**src/verilog/core_pkg.sv**
```systemverilog
`default_nettype none
//////////////////////////////////////////////////////////////////////
// shared sizes and opcodes for the renaming core slice
// register counts must stay powers of two, as indices wrap naturally
// phys_regs must exceed arch_regs, the spare ones seed the free list
//////////////////////////////////////////////////////////////////////

package core_pkg;

  //////////////////////////////////////////////////////////////////////
  // datapath
  localparam int data_width = 32;   // operand and result width
  localparam int imm_width  = 16;   // op_li immediate, zero extended

  //////////////////////////////////////////////////////////////////////
  // register files
  localparam int arch_regs      = 8;
  localparam int arch_idx_width = 3;
  localparam int phys_regs      = 16;
  localparam int phys_idx_width = 4;

  // free list holds every physical reg not in the map table
  localparam int free_depth       = phys_regs - arch_regs;
  localparam int free_idx_width   = 3;
  localparam int free_count_width = 4;  // 0..free_depth

  //////////////////////////////////////////////////////////////////////
  // reorder buffer
  localparam int rob_depth       = 8;
  localparam int rob_idx_width   = 3;
  localparam int rob_count_width = 4;   // 0..rob_depth

  // issue to result bus, multiply only
  localparam int mul_latency = 4;

  typedef enum logic [2:0] {
    op_add,
    op_sub,
    op_xor,
    op_li,    // dest = zero extended imm
    op_mul    // low half of product
  } opcode_e;

endpackage

`default_nettype wire

```
**src/verilog/core_top.sv**
```systemverilog
`timescale 1ns/1ps
`default_nettype none
//////////////////////////////////////////////////////////////////////
// renaming core slice top, rename then issue then reorder buffer
// an offered instruction is taken when inst_valid is high and stall low
//////////////////////////////////////////////////////////////////////

module core_top import core_pkg::*; (
  input  wire                        clock,
  input  wire                        reset,
  input  wire                        inst_valid,
  input  wire opcode_e               inst_opcode,
  input  wire [arch_idx_width-1:0]   inst_dest,
  input  wire [arch_idx_width-1:0]   inst_src1,
  input  wire [arch_idx_width-1:0]   inst_src2,
  input  wire [imm_width-1:0]        inst_imm,
  output logic                       stall,
  output logic                       commit_valid,
  output logic [arch_idx_width-1:0]  commit_arch_idx,
  output logic [data_width-1:0]      commit_data
);

  // rename to issue and rob
  logic                      ren_valid;
  opcode_e                   ren_opcode;
  logic [arch_idx_width-1:0] ren_dest_arch;
  logic [phys_idx_width-1:0] ren_dest_phys, ren_old_phys;
  logic [phys_idx_width-1:0] ren_src1_phys, ren_src2_phys;
  logic [imm_width-1:0]      ren_imm;
  logic [rob_idx_width-1:0]  ren_tag, ren_rob_idx;
  // back pressure and retire
  logic                      issue_busy, rob_full, free_valid;
  logic [phys_idx_width-1:0] free_phys;
  // result bus
  logic                      cdb_valid;
  logic [rob_idx_width-1:0]  cdb_rob_idx;
  logic [data_width-1:0]     cdb_data;

  rename_stage rename_stage_i (
    .clock, .reset,
    .inst_valid, .inst_opcode, .inst_dest, .inst_src1, .inst_src2, .inst_imm,
    .issue_busy, .rob_full, .ren_rob_idx, .free_valid, .free_phys,
    .stall,
    .ren_valid, .ren_opcode, .ren_dest_arch, .ren_dest_phys, .ren_old_phys,
    .ren_src1_phys, .ren_src2_phys, .ren_imm, .ren_tag
  );

  issue_execute issue_execute_i (
    .clock, .reset,
    .ren_valid, .ren_opcode, .ren_dest_phys, .ren_src1_phys, .ren_src2_phys,
    .ren_imm, .ren_tag,
    .issue_busy, .cdb_valid, .cdb_rob_idx, .cdb_data
  );

  reorder_buffer reorder_buffer_i (
    .clock, .reset,
    .ren_valid, .ren_dest_arch, .ren_dest_phys, .ren_old_phys,
    .cdb_valid, .cdb_rob_idx, .cdb_data,
    .ren_rob_idx, .rob_full, .free_valid, .free_phys,
    .commit_valid, .commit_arch_idx, .commit_data
  );

endmodule

`default_nettype wire

```
**src/verilog/issue_execute.sv**
```systemverilog
`timescale 1ns/1ps
`default_nettype none
//////////////////////////////////////////////////////////////////////
// physical register file, one entry issue buffer and execute paths
// no result bypass, a source is usable once its ready bit is set
// one result per cycle, multiply results always win the bus
//////////////////////////////////////////////////////////////////////

module issue_execute import core_pkg::*; (
  input  wire                       clock,
  input  wire                       reset,
  input  wire                       ren_valid,
  input  wire opcode_e              ren_opcode,
  input  wire [phys_idx_width-1:0]  ren_dest_phys,
  input  wire [phys_idx_width-1:0]  ren_src1_phys,
  input  wire [phys_idx_width-1:0]  ren_src2_phys,
  input  wire [imm_width-1:0]       ren_imm,
  input  wire [rob_idx_width-1:0]   ren_tag,
  output logic                      issue_busy,
  output logic                      cdb_valid,
  output logic [rob_idx_width-1:0]  cdb_rob_idx,
  output logic [data_width-1:0]     cdb_data
);

  logic [data_width-1:0]     regfile [phys_regs];
  logic [phys_regs-1:0]      ready;              // value present

  // issue buffer, only loaded when empty
  logic                      buf_valid;
  opcode_e                   buf_op;
  logic [phys_idx_width-1:0] buf_dest, buf_src1, buf_src2;
  logic [imm_width-1:0]      buf_imm;
  logic [rob_idx_width-1:0]  buf_tag;

  // held entry first, else the incoming packet
  logic                      cand_valid;
  opcode_e                   cand_op;
  logic [phys_idx_width-1:0] cand_dest, cand_src1, cand_src2;
  logic [imm_width-1:0]      cand_imm;
  logic [rob_idx_width-1:0]  cand_tag;
  logic                      srcs_ready, bus_free, can_issue;
  logic [data_width-1:0]     opa, opb, alu_result;

  // execute outputs
  logic                      alu_valid;
  logic [rob_idx_width-1:0]  alu_tag;
  logic [phys_idx_width-1:0] alu_dest;
  logic [data_width-1:0]     alu_data;
  logic [mul_latency-1:0]    mul_valid;          // also the bus slot schedule
  logic [rob_idx_width-1:0]  mul_tag  [mul_latency];
  logic [phys_idx_width-1:0] mul_dest [mul_latency];
  logic [data_width-1:0]     mul_prod [mul_latency];
  logic [phys_idx_width-1:0] cdb_dest;

  assign cand_valid = buf_valid | ren_valid;
  assign cand_op    = buf_valid ? buf_op   : ren_opcode;
  assign cand_dest  = buf_valid ? buf_dest : ren_dest_phys;
  assign cand_src1  = buf_valid ? buf_src1 : ren_src1_phys;
  assign cand_src2  = buf_valid ? buf_src2 : ren_src2_phys;
  assign cand_imm   = buf_valid ? buf_imm  : ren_imm;
  assign cand_tag   = buf_valid ? buf_tag  : ren_tag;

  assign opa = regfile[cand_src1];
  assign opb = regfile[cand_src2];

  // li reads no registers
  assign srcs_ready = (cand_op == op_li) | (ready[cand_src1] & ready[cand_src2]);
  // single cycle op waits if a multiply lands in its result slot
  assign bus_free   = (cand_op == op_mul) | ~mul_valid[mul_latency-2];
  assign can_issue  = cand_valid & srcs_ready & bus_free;
  assign issue_busy = cand_valid & ~can_issue;   // occupied next cycle

  always_comb begin
    case (cand_op)
      op_add:  alu_result = opa + opb;
      op_sub:  alu_result = opa - opb;
      op_xor:  alu_result = opa ^ opb;
      op_li:   alu_result = {{(data_width-imm_width){1'b0}}, cand_imm};
      default: alu_result = '0;                   // op_mul goes the long way
    endcase
  end

  //////////////////////////////////////////////////////////////////////
  // control state
  always_ff @(posedge clock) begin
    if (reset) begin
      buf_valid <= 1'b0;
      alu_valid <= 1'b0;
      mul_valid <= '0;
    end else begin
      buf_valid <= issue_busy;
      alu_valid <= can_issue & (cand_op != op_mul);
      mul_valid <= {mul_valid[mul_latency-2:0], can_issue & (cand_op == op_mul)};
    end
  end

  // payload, no reset
  always_ff @(posedge clock) begin
    if (ren_valid) begin                           // buffer is empty here
      buf_op   <= ren_opcode;
      buf_dest <= ren_dest_phys;
      buf_src1 <= ren_src1_phys;
      buf_src2 <= ren_src2_phys;
      buf_imm  <= ren_imm;
      buf_tag  <= ren_tag;
    end
    alu_tag     <= cand_tag;
    alu_dest    <= cand_dest;
    alu_data    <= alu_result;
    mul_tag[0]  <= cand_tag;
    mul_dest[0] <= cand_dest;
    mul_prod[0] <= opa * opb;                      // low half kept
    for (int k = 1; k < mul_latency; k++) begin
      mul_tag[k]  <= mul_tag[k-1];
      mul_dest[k] <= mul_dest[k-1];
      mul_prod[k] <= mul_prod[k-1];
    end
  end

  //////////////////////////////////////////////////////////////////////
  // result bus and writeback
  assign cdb_valid   = mul_valid[mul_latency-1] | alu_valid;
  assign cdb_rob_idx = mul_valid[mul_latency-1] ? mul_tag[mul_latency-1]  : alu_tag;
  assign cdb_dest    = mul_valid[mul_latency-1] ? mul_dest[mul_latency-1] : alu_dest;
  assign cdb_data    = mul_valid[mul_latency-1] ? mul_prod[mul_latency-1] : alu_data;

  always_ff @(posedge clock) begin
    if (reset) begin
      for (int p = 0; p < phys_regs; p++) begin
        regfile[p] <= '0;
      end
      ready <= '1;
    end else begin
      if (ren_valid) ready[ren_dest_phys] <= 1'b0;  // new producer pending
      if (cdb_valid) begin
        regfile[cdb_dest] <= cdb_data;
        ready[cdb_dest]   <= 1'b1;
      end
    end
  end

endmodule

`default_nettype wire

```
**src/verilog/rename_stage.sv**
```systemverilog
`timescale 1ns/1ps
`default_nettype none
//////////////////////////////////////////////////////////////////////
// rename stage with map table, free list and rename register
// the source must hold an instruction while stall is high
// no recovery, so the map table is speculative only
//////////////////////////////////////////////////////////////////////

module rename_stage import core_pkg::*; (
  input  wire                        clock,
  input  wire                        reset,
  // instruction strobe
  input  wire                        inst_valid,
  input  wire opcode_e               inst_opcode,
  input  wire [arch_idx_width-1:0]   inst_dest,
  input  wire [arch_idx_width-1:0]   inst_src1,
  input  wire [arch_idx_width-1:0]   inst_src2,
  input  wire [imm_width-1:0]        inst_imm,
  // back pressure and retire
  input  wire                        issue_busy,
  input  wire                        rob_full,
  input  wire [rob_idx_width-1:0]    ren_rob_idx,
  input  wire                        free_valid,
  input  wire [phys_idx_width-1:0]   free_phys,
  output logic                       stall,
  // renamed packet
  output logic                       ren_valid,
  output opcode_e                    ren_opcode,
  output logic [arch_idx_width-1:0]  ren_dest_arch,
  output logic [phys_idx_width-1:0]  ren_dest_phys,
  output logic [phys_idx_width-1:0]  ren_old_phys,
  output logic [phys_idx_width-1:0]  ren_src1_phys,
  output logic [phys_idx_width-1:0]  ren_src2_phys,
  output logic [imm_width-1:0]       ren_imm,
  output logic [rob_idx_width-1:0]   ren_tag
);

  logic [phys_idx_width-1:0]   map_table [arch_regs];   // arch -> phys
  logic [phys_idx_width-1:0]   fl_mem [free_depth];     // circular free list
  logic [free_idx_width-1:0]   fl_head;                 // pop side
  logic [free_idx_width-1:0]   fl_tail;                 // push side
  logic [free_count_width-1:0] fl_count;
  logic                        accept;

  // no free reg, full rob or a blocked issue buffer
  assign stall  = (fl_count == '0) | issue_busy | rob_full;
  assign accept = inst_valid & ~stall;

  //////////////////////////////////////////////////////////////////////
  // map table and free list
  always_ff @(posedge clock) begin
    if (reset) begin
      for (int r = 0; r < arch_regs; r++) begin
        map_table[r] <= phys_idx_width'(r);        // identity map
      end
      for (int i = 0; i < free_depth; i++) begin
        fl_mem[i] <= phys_idx_width'(arch_regs + i); // spares
      end
      fl_head  <= '0;
      fl_tail  <= '0;
      fl_count <= free_count_width'(free_depth);
    end else begin
      if (accept) begin
        map_table[inst_dest] <= fl_mem[fl_head];   // new mapping
        fl_head <= fl_head + 1'b1;
      end
      if (free_valid) begin                        // released at retire
        fl_mem[fl_tail] <= free_phys;
        fl_tail <= fl_tail + 1'b1;
      end
      // simultaneous push and pop leaves the count alone
      fl_count <= fl_count + free_count_width'(free_valid)
                           - free_count_width'(accept);
    end
  end

  //////////////////////////////////////////////////////////////////////
  // rename pipeline register
  always_ff @(posedge clock) begin
    if (reset) begin
      ren_valid <= 1'b0;
    end else begin
      ren_valid <= accept;                         // one cycle pulse
    end
  end

  always_ff @(posedge clock) begin
    if (accept) begin
      ren_opcode    <= inst_opcode;
      ren_dest_arch <= inst_dest;
      ren_dest_phys <= fl_mem[fl_head];
      ren_old_phys  <= map_table[inst_dest];       // freed when this retires
      ren_src1_phys <= map_table[inst_src1];
      ren_src2_phys <= map_table[inst_src2];
      ren_imm       <= inst_imm;
      ren_tag       <= ren_rob_idx;                // rob slot it will occupy
    end
  end

endmodule

`default_nettype wire

```
**src/verilog/reorder_buffer.sv**
```systemverilog
`timescale 1ns/1ps
`default_nettype none
//////////////////////////////////////////////////////////////////////
// in order tracking and retire, one commit per cycle at most
// ren_rob_idx and rob_full count the packet already in rename
//////////////////////////////////////////////////////////////////////

module reorder_buffer import core_pkg::*; (
  input  wire                        clock,
  input  wire                        reset,
  input  wire                        ren_valid,
  input  wire [arch_idx_width-1:0]   ren_dest_arch,
  input  wire [phys_idx_width-1:0]   ren_dest_phys,
  input  wire [phys_idx_width-1:0]   ren_old_phys,
  input  wire                        cdb_valid,
  input  wire [rob_idx_width-1:0]    cdb_rob_idx,
  input  wire [data_width-1:0]       cdb_data,
  output logic [rob_idx_width-1:0]   ren_rob_idx,
  output logic                       rob_full,
  output logic                       free_valid,
  output logic [phys_idx_width-1:0]  free_phys,
  output logic                       commit_valid,
  output logic [arch_idx_width-1:0]  commit_arch_idx,
  output logic [data_width-1:0]      commit_data
);

  logic [arch_idx_width-1:0]  ent_arch [rob_depth];
  logic [phys_idx_width-1:0]  ent_old  [rob_depth];  // previous mapping
  logic [data_width-1:0]      ent_data [rob_depth];
  logic [rob_depth-1:0]       done;
  logic [rob_idx_width-1:0]   head, tail;
  logic [rob_count_width-1:0] count;
  logic                       retire;

  // slot for the next accepted instruction, past any pending one
  assign ren_rob_idx = tail + rob_idx_width'(ren_valid);
  assign rob_full    = (count + rob_count_width'(ren_valid)) >=
                       rob_count_width'(rob_depth);
  assign retire      = (count != '0) & done[head];

  //////////////////////////////////////////////////////////////////////
  // pointers and flags
  always_ff @(posedge clock) begin
    if (reset) begin
      head         <= '0;
      tail         <= '0;
      count        <= '0;
      done         <= '0;
      commit_valid <= 1'b0;
      free_valid   <= 1'b0;
    end else begin
      if (ren_valid) begin
        done[tail] <= 1'b0;
        tail       <= tail + 1'b1;
      end
      if (cdb_valid) done[cdb_rob_idx] <= 1'b1;    // never the tail slot
      if (retire) head <= head + 1'b1;
      count        <= count + rob_count_width'(ren_valid)
                            - rob_count_width'(retire);
      commit_valid <= retire;
      free_valid   <= retire;                      // old mapping is dead now
    end
  end

  // entry payload and commit data
  always_ff @(posedge clock) begin
    if (ren_valid) begin
      ent_arch[tail] <= ren_dest_arch;
      ent_old[tail]  <= ren_old_phys;
    end
    if (cdb_valid) ent_data[cdb_rob_idx] <= cdb_data;
    if (retire) begin
      commit_arch_idx <= ent_arch[head];
      commit_data     <= ent_data[head];
      free_phys       <= ent_old[head];
    end
  end

endmodule

`default_nettype wire
```
**config.mk**
```make
export PLATFORM = sky130hd
export DESIGN_NAME = core_top
export DESIGN_NICKNAME = d
export VERILOG_FILES = /design/src/verilog/core_pkg.sv /design/src/verilog/core_top.sv /design/src/verilog/issue_execute.sv /design/src/verilog/rename_stage.sv /design/src/verilog/reorder_buffer.sv
export SDC_FILE = /design/constraint.sdc
export NUM_CORES = 2
export LEC_CHECK = 0
export BUFFER_PORTS_ARGS = -buffer_cell sky130_fd_sc_hd__buf_2
export CORE_MARGIN = 4
export CORE_UTILIZATION = 53
export CTS_BUF_LIST = sky130_fd_sc_hd__clkbuf_16
export CTS_CLUSTER_DIAMETER = 40
export DETAILED_ROUTE_END_ITERATION = 12
export MAX_ROUTING_LAYER = met4
export PLACE_DENSITY_LB_ADDON = 0.2
export SETUP_SLACK_MARGIN = 0.5
export SYNTH_ARGS = -nofsm -noshare
export SYNTH_HDL_FRONTEND = slang
export SYNTH_SLANG_ARGS = --single-unit
```
**constraint.sdc**
```tcl
create_clock -name clock -period 18.95 [get_ports clock]
set_input_delay 1.895 -clock clock [delete_from_list [all_inputs] [get_ports clock]]
set_output_delay 1.895 -clock clock [all_outputs]
set_load 0.01 [all_outputs]
```
Word level (Yosys, flattened, before mapping)
Memory sizes are Yosys's and may differ from the RTL's. A register that Yosys moved wholly into a read port is not among the register bits.
Cells that the tools add are included.
{ "op_classes": {"addsub": 11, "bitwise": 24, "n_reduce_logical": 10, "muxes": 55, "n_div": 0, "order_cmp": 12, "shift": 0, "multipliers": 1, "n_eq_ne": 5} }
{ "op_table": {"columns": ["cell", "count"], "rows": [
  ["case mux 32 bit (4 select lines)", 1],
  ["2-to-1 mux 16 bit", 4],
  ["2-to-1 mux 32 bit", 2],
  ["adder 32 bit", 1],
  ["multiplier 32 x 32 -> 32 bit", 1],
  ["OR reduction 32 bit", 1],
  ["subtractor 32 bit", 1],
  ["bitwise XOR 32 bit", 1],
  ["2-to-1 mux 4 bit", 7],
  ["2-to-1 mux 1 bit", 24],
  ["2-to-1 mux 8 bit", 3],
  ["2-to-1 mux 3 bit", 7],
  ["less-than comparator 4 x 5 -> 1 bit, second input constant", 4],
  ["AND 16 bit", 1],
  ["NOT 16 bit", 1],
  ["OR 16 bit", 1],
  ["adder 3 x 1 -> 3 bit, second input constant", 4],
  ["less-than comparator 3 x 4 -> 1 bit, second input constant", 3],
  ["adder 4 x 1 -> 4 bit", 2],
  ["AND 1 bit", 8],
  ["AND 8 bit", 1],
  ["binary-select mux 1 bit (select 4 bit)", 2],
  ["demux 1 bit (select 4 bit)", 2],
  [">= comparator 4 x 1 -> 1 bit, second input constant", 2],
  ["other kinds (19)", 34]
]} }
{ "totals": {"mem_count": 9, "mem_bits_ro": 0, "out_inout_bits": 37, "mem_bits_rw": 1044, "ff_bits": 154, "input_bits": 31, "wordCells": 154, "latchBits": 0} }
{ "memory_table": {"columns": ["name", "depth", "width", "read_ports", "rd_ports_with_merged_regs", "write_ports", "line_no", "rtl"], "rows": [
  ["issue_execute_i.regfile", 16, 32, 2, 0, 16, "issue_execute.sv:25", "logic [data_width-1:0] regfile [phys_regs];"],
  ["reorder_buffer_i.ent_data", 8, 32, 1, 1, 1, "reorder_buffer.sv:29", "logic [data_width-1:0] ent_data [rob_depth];"],
  ["issue_execute_i.mul_prod", 4, 32, 4, 0, 4, "issue_execute.sv:52", "logic [data_width-1:0] mul_prod [mul_latency];"],
  ["rename_stage_i.fl_mem", 8, 4, 1, 1, 8, "rename_stage.sv:39", "logic [phys_idx_width-1:0] fl_mem [free_depth];"],
  ["rename_stage_i.map_table", 8, 4, 3, 3, 8, "rename_stage.sv:38", "logic [phys_idx_width-1:0] map_table [arch_regs];"],
  ["reorder_buffer_i.ent_old", 8, 4, 1, 1, 1, "reorder_buffer.sv:28", "logic [phys_idx_width-1:0] ent_old [rob_depth];"],
  ["3 more memories", null, null, null, null, null, null, null]
]} }

Depth between registers and ports, before layout
{ "logic_depth": {"depth_word": 18, "ltp_mapped": 39, "mapped_depth_nobuf": 33} }

Modules after synthesis
From an unflattened synthesis, not the netlist that was laid out.
{ "unflattened": {"hier_cells": 5496, "hier_area_um2": 70841.7} }
{ "modules_own_cells": {"columns": ["module", "seq_area_each_um2", "cells_per_inst", "instances", "area_per_inst_um2"], "rows": [
  ["issue_execute", 20599.8, 4511, 1, 51095.3],
  ["reorder_buffer", 10920.5, 618, 1, 14252.4],
  ["rename_stage", 3433.3, 367, 1, 5494.0]
]} }

Least setup slack after synthesis
No wires, ideal clock.
{ "synth_timing": {"path_kind": "register to register", "start": "register issue_execute_i.buf_valid", "end": "memory issue_execute_i.mul_prod[0][31]", "slack_ns": 10.274, "setup_ns": 0.072, "path_stages_with_launch": 37, "n_path_buf": 6, "t_required_ns": 18.878, "arrival_time_ns": 8.604, "synth_period_minus_slack_ns": 8.676, "cell_sequence": "dfxtp_1 > buf_6 > mux2i_1 > buf_2 > buf_2 > buf_2 > buf_1 > mux4_2 > mux2i_1 > mux2_2 > inv_1 > clkbuf_1 > ha_1 > fa_1 > fa_1 > inv_1 > fa_1 > fa_1 > inv_1 > ha_1 > ha_1 > fa_1 > inv_1 > fa_1 > inv_1 > ha_1 > nor2b_1 > nor2_1 > o21ai_0 > a2111oi_0 > o41ai_1 > nand2_1 > o21a_1 > o21ai_0 > a21oi_1 > o21ai_0 > xnor2_1"} }
{ "synth_rtl": {"columns": ["element", "line_no", "rtl"], "rows": [
  ["start, declared", "issue_execute.sv:29", "logic buf_valid;"],
  ["start signal, assigned", "issue_execute.sv:91", "buf_valid <= issue_busy;"],
  ["end, declared", "issue_execute.sv:52", null]
]} }

==> impl_metrics.csv <==
group,metric,value,unit
status,status,"finished clean",
drt,drt_iter0_drc,4933,
logic_synthesis,yosys_register_bits,1245,
finish,fill_cells,10250,
worst_hold_path,hold_path.class,"reg -> reg",
cts,clock_path_buffers,3,
cts,clk-insertion-delay-late,0.80,ns
placement,place_congestion,0.969,
logic_synthesis,synth_top_family_by_area,"multiplexers",
floorplanning,core_area,132000,sq um
global_routing,grt_pass1_vias,46323,
global_routing,globalRouteMet1Util,40.6,%
timing,setup_viol,0,
logic_synthesis,yosys.area_share.simple,9.32,%
drt,wl_per_cell,28.3,microns
logic_synthesis,async_flop_share,0,%
setup_path,critical_path_class,"reg -> reg",
finish,nets,6090,
setup_path,crit_buf_inv,10,
global_routing,grt_usage,30.9,%
cts,post_cts_buffers,0,
timing,fin_crit,11.80,ns
cts,cts_buffers,165,
global_routing,grt_pass1_wl,308000,microns
logic_synthesis,syn_area,70600,sq um
setup_path,worstPathRequired,19.64,ns
setup_path,slowest_delay,0.68,ns
drt,drc,0,
worst_hold_path,min_path_cells,0,
logic_synthesis,synthFlopType,"edfxtp_1",
timing,setup_tns,0,ns
cts,cts_resized,0,
setup_path,crit_path_top_delay_cell,"buf_12",
cts,htreeDepth,4,
timing,rsz0062_at_grt,"no",
setup_path,crit_fanout,100,
logic_synthesis,synth_edf_count,1002,
cts,path_clk_slew,0.05,ns
placement,place_ws,7.20,ns
logic_synthesis,synth_cells,5404,
floorplanning,dieWidth,373,microns
timing,tightest_slew,1.16,ns
timing,slew_headroom,22.6,%
logic_synthesis,synth_xor_area_share,2.17,%
global_routing,use_met2,48.0,%
cts,cts_root_buf,"clkbuf_16",
floorplanning,boundaryPins,68,
floorplanning,placementRows,133,
setup_path,start_kind,"register",
setup_path,cp.depth,36,
global_routing,grt-ovfl-total,0,
cts,ctsHoldBuffers,0,
logic_synthesis,synth_area_per_cell,13.1,sq um
placement,hpwl,134000,microns
cts,cts_tree,"yes",
floorplanning,die_h,373,microns
timing,maxSlewViolCount,0,
logic_synthesis,synth_compound_gate_area_share,3.80,%
logic_synthesis,synth_mux_area_share,15.2,%
logic_synthesis,ys_types,86,
drt,vias,45033,
setup_path,crit_path_end_kind,"register",
finish,area_delta_synth_final,11.6,%
drt,first_pass_iters,6,
finish,drive_above_1_share,18.8,%
placement,portBuffers,67,
timing,fmax,84.8,MHz
logic_synthesis,ys_warn_count,0,
global_routing,use_met3,6.05,%
drt,drt-total-wl,209000,microns
global_routing,grt_max_degree,113,
logic_synthesis,synth_fa_ha_area_share,14.9,%
drt,drtAntennaViolNets,0,
logic_synthesis,seq_area_frac_synth,49.5,%
timing,hold_viol,0,
global_routing,busiest_layer,"met2",
timing,fin_crit_sh,62.3,%
setup_path,cp_top_family,"adder cells",
timing,setup_slack,7.15,ns
cts,clock-sinks,1245,
floorplanning,dieArea,139000,sq um
floorplanning,start_util,53.5,%
job,max_cap_violations,0,
global_routing,antenna_found_initial,4,
timing,fin_skew,0.0697,ns
timing,fin_hold_ws,0.315,ns
setup_path,worst-r2r-cell-count,36,
setup_path,arrival,12.49,ns
logic_synthesis,syn_nets,6031,
drt,viasPerCell,6.11,
==> routing by layer <==
metal / routed length (microns) / part of all wire, %
met4: 10100 / 4.8
met1: 80200 / 38
met5: 0 / 0
met3: 20700 / 9.9
met2: 97600 / 47
==> synthesized netlist by cell type, types with 15 or more instances <==
library cell,count,area (sq um)
buf_2,42,210
o22ai_1,28,175
or2_2,15,93.8
o21ai_0,49,245
nand2b_1,53,332
or3_1,23,144
mux4_2,310,6980
edfxtp_1,1002,30100
xor2_1,30,263
nor2_1,917,3440
ha_1,186,2330
a21o_1,30,225
nand2_1,320,1200
mux2_2,88,991
buf_1,24,90.1
buf_6,16,180
clkbuf_1,199,747
nor2b_1,37,231
a211oi_1,30,225
xnor2_1,132,1160
and2_1,95,594
nand3_1,26,130
mux4_1,24,631
o21bai_1,17,128
mux2i_1,197,1970
inv_1,520,1950
a21oi_1,95,475
dfxtp_1,243,4860
fa_1,410,8210
==> state kept, by name (all words and copies together), names as in the netlist, 8 cells and up, named ones only <==
signal                        count
issue_execute_i.alu_data         32
issue_execute_i.buf_imm          16
issue_execute_i.mul_dest         16
issue_execute_i.mul_prod        128
issue_execute_i.mul_tag          12
issue_execute_i.ready            16
issue_execute_i.regfile         512
rename_stage_i.fl_mem            32
rename_stage_i.map_table         32
rename_stage_i.ren_imm           16
reorder_buffer_i.commit_data     32
reorder_buffer_i.done             8
reorder_buffer_i.ent_arch        24
reorder_buffer_i.ent_data       256
reorder_buffer_i.ent_old         32
==> cell families after synthesis <==
group,after synthesis
XOR/XNOR,169
multiplexers,627
flip-flops,1245
buffers and inverters,844
AO/OA/AOI/OAI,376
adder cells (fa/ha/maj),596
AND/OR/NAND/NOR,1547
==> cell usage in the layout (no fill, tap or decap), drive strengths merged, types with 12 or more instances in the layout <==
master / count
o221ai: 17
mux2: 88
xor2: 32
or3: 23
buf: 196
a21o: 30
o22ai: 31
and2: 95
clkbuf: 168
a21oi: 106
nand2: 329
inv: 574
mux2i: 205
nand2b: 53
a31oi: 24
clkinvlp: 13
nor2: 918
bufinv: 19
nor2b: 37
a22oi: 14
mux4: 334
nand3: 26
ha: 186
xnor2: 137
clkinv: 72
dfxtp: 243
o21bai: 17
fa: 410
edfxtp: 1002
a211oi: 36
o21ai: 55
nor3: 12
or2: 15
==> worst paths after layout <==
kind,startpoint,to,slack (ns)
min reg2reg,issue_execute_i.mul_prod[1][22]$_DFF_P_,issue_execute_i.mul_prod[2][22]$_DFF_P_,0.31
max reg2reg,issue_execute_i.buf_valid$_SDFF_PP0_,issue_execute_i.mul_prod[0][31]$_DFF_P_,7.15
min,issue_execute_i.mul_prod[1][22]$_DFF_P_,issue_execute_i.mul_prod[2][22]$_DFF_P_,0.31
max,issue_execute_i.buf_valid$_SDFF_PP0_,issue_execute_i.mul_prod[0][31]$_DFF_P_,7.15
==> stage by stage <==
step	cells	utilization [%]	cell area (sq um)
finish	7365	59.7	78700
global route	7360	59.7	78700
CTS	7357	59.7	78700
detailed placement	7051	55.4	73000
global placement	7051	55.4	73000
floorplan	5404	-	70600
==> worst register-to-register path: cells and delay by family, from the launching register on <==
kind / cells / cell delay (ns)
fa+ha+maj: 10 / 3.87
buf+inv: 10 / 3.07
compound gates: 8 / 1.92
mux: 4 / 1.78
simple gates: 3 / 0.56
flops: 1 / 0.36
xor+xnor: 1 / 0.15
==> cell type report <==
type                    count  area (sq um)  area share, %
diodes                      8          20.0         0.0254
clock buffers             168          4200           5.34
repair buffers            196          1350           1.72
multi-input cells        3315         32400           41.2
flip-flops and latches   1245         35000           44.4
clock inverters           138          1540           1.95
inverters                 540          2030           2.58
well taps                1755          2200           2.79
Power is not shown: default switching activity piles up to over one toggle a cycle in this logic, so the estimate is an artifact.
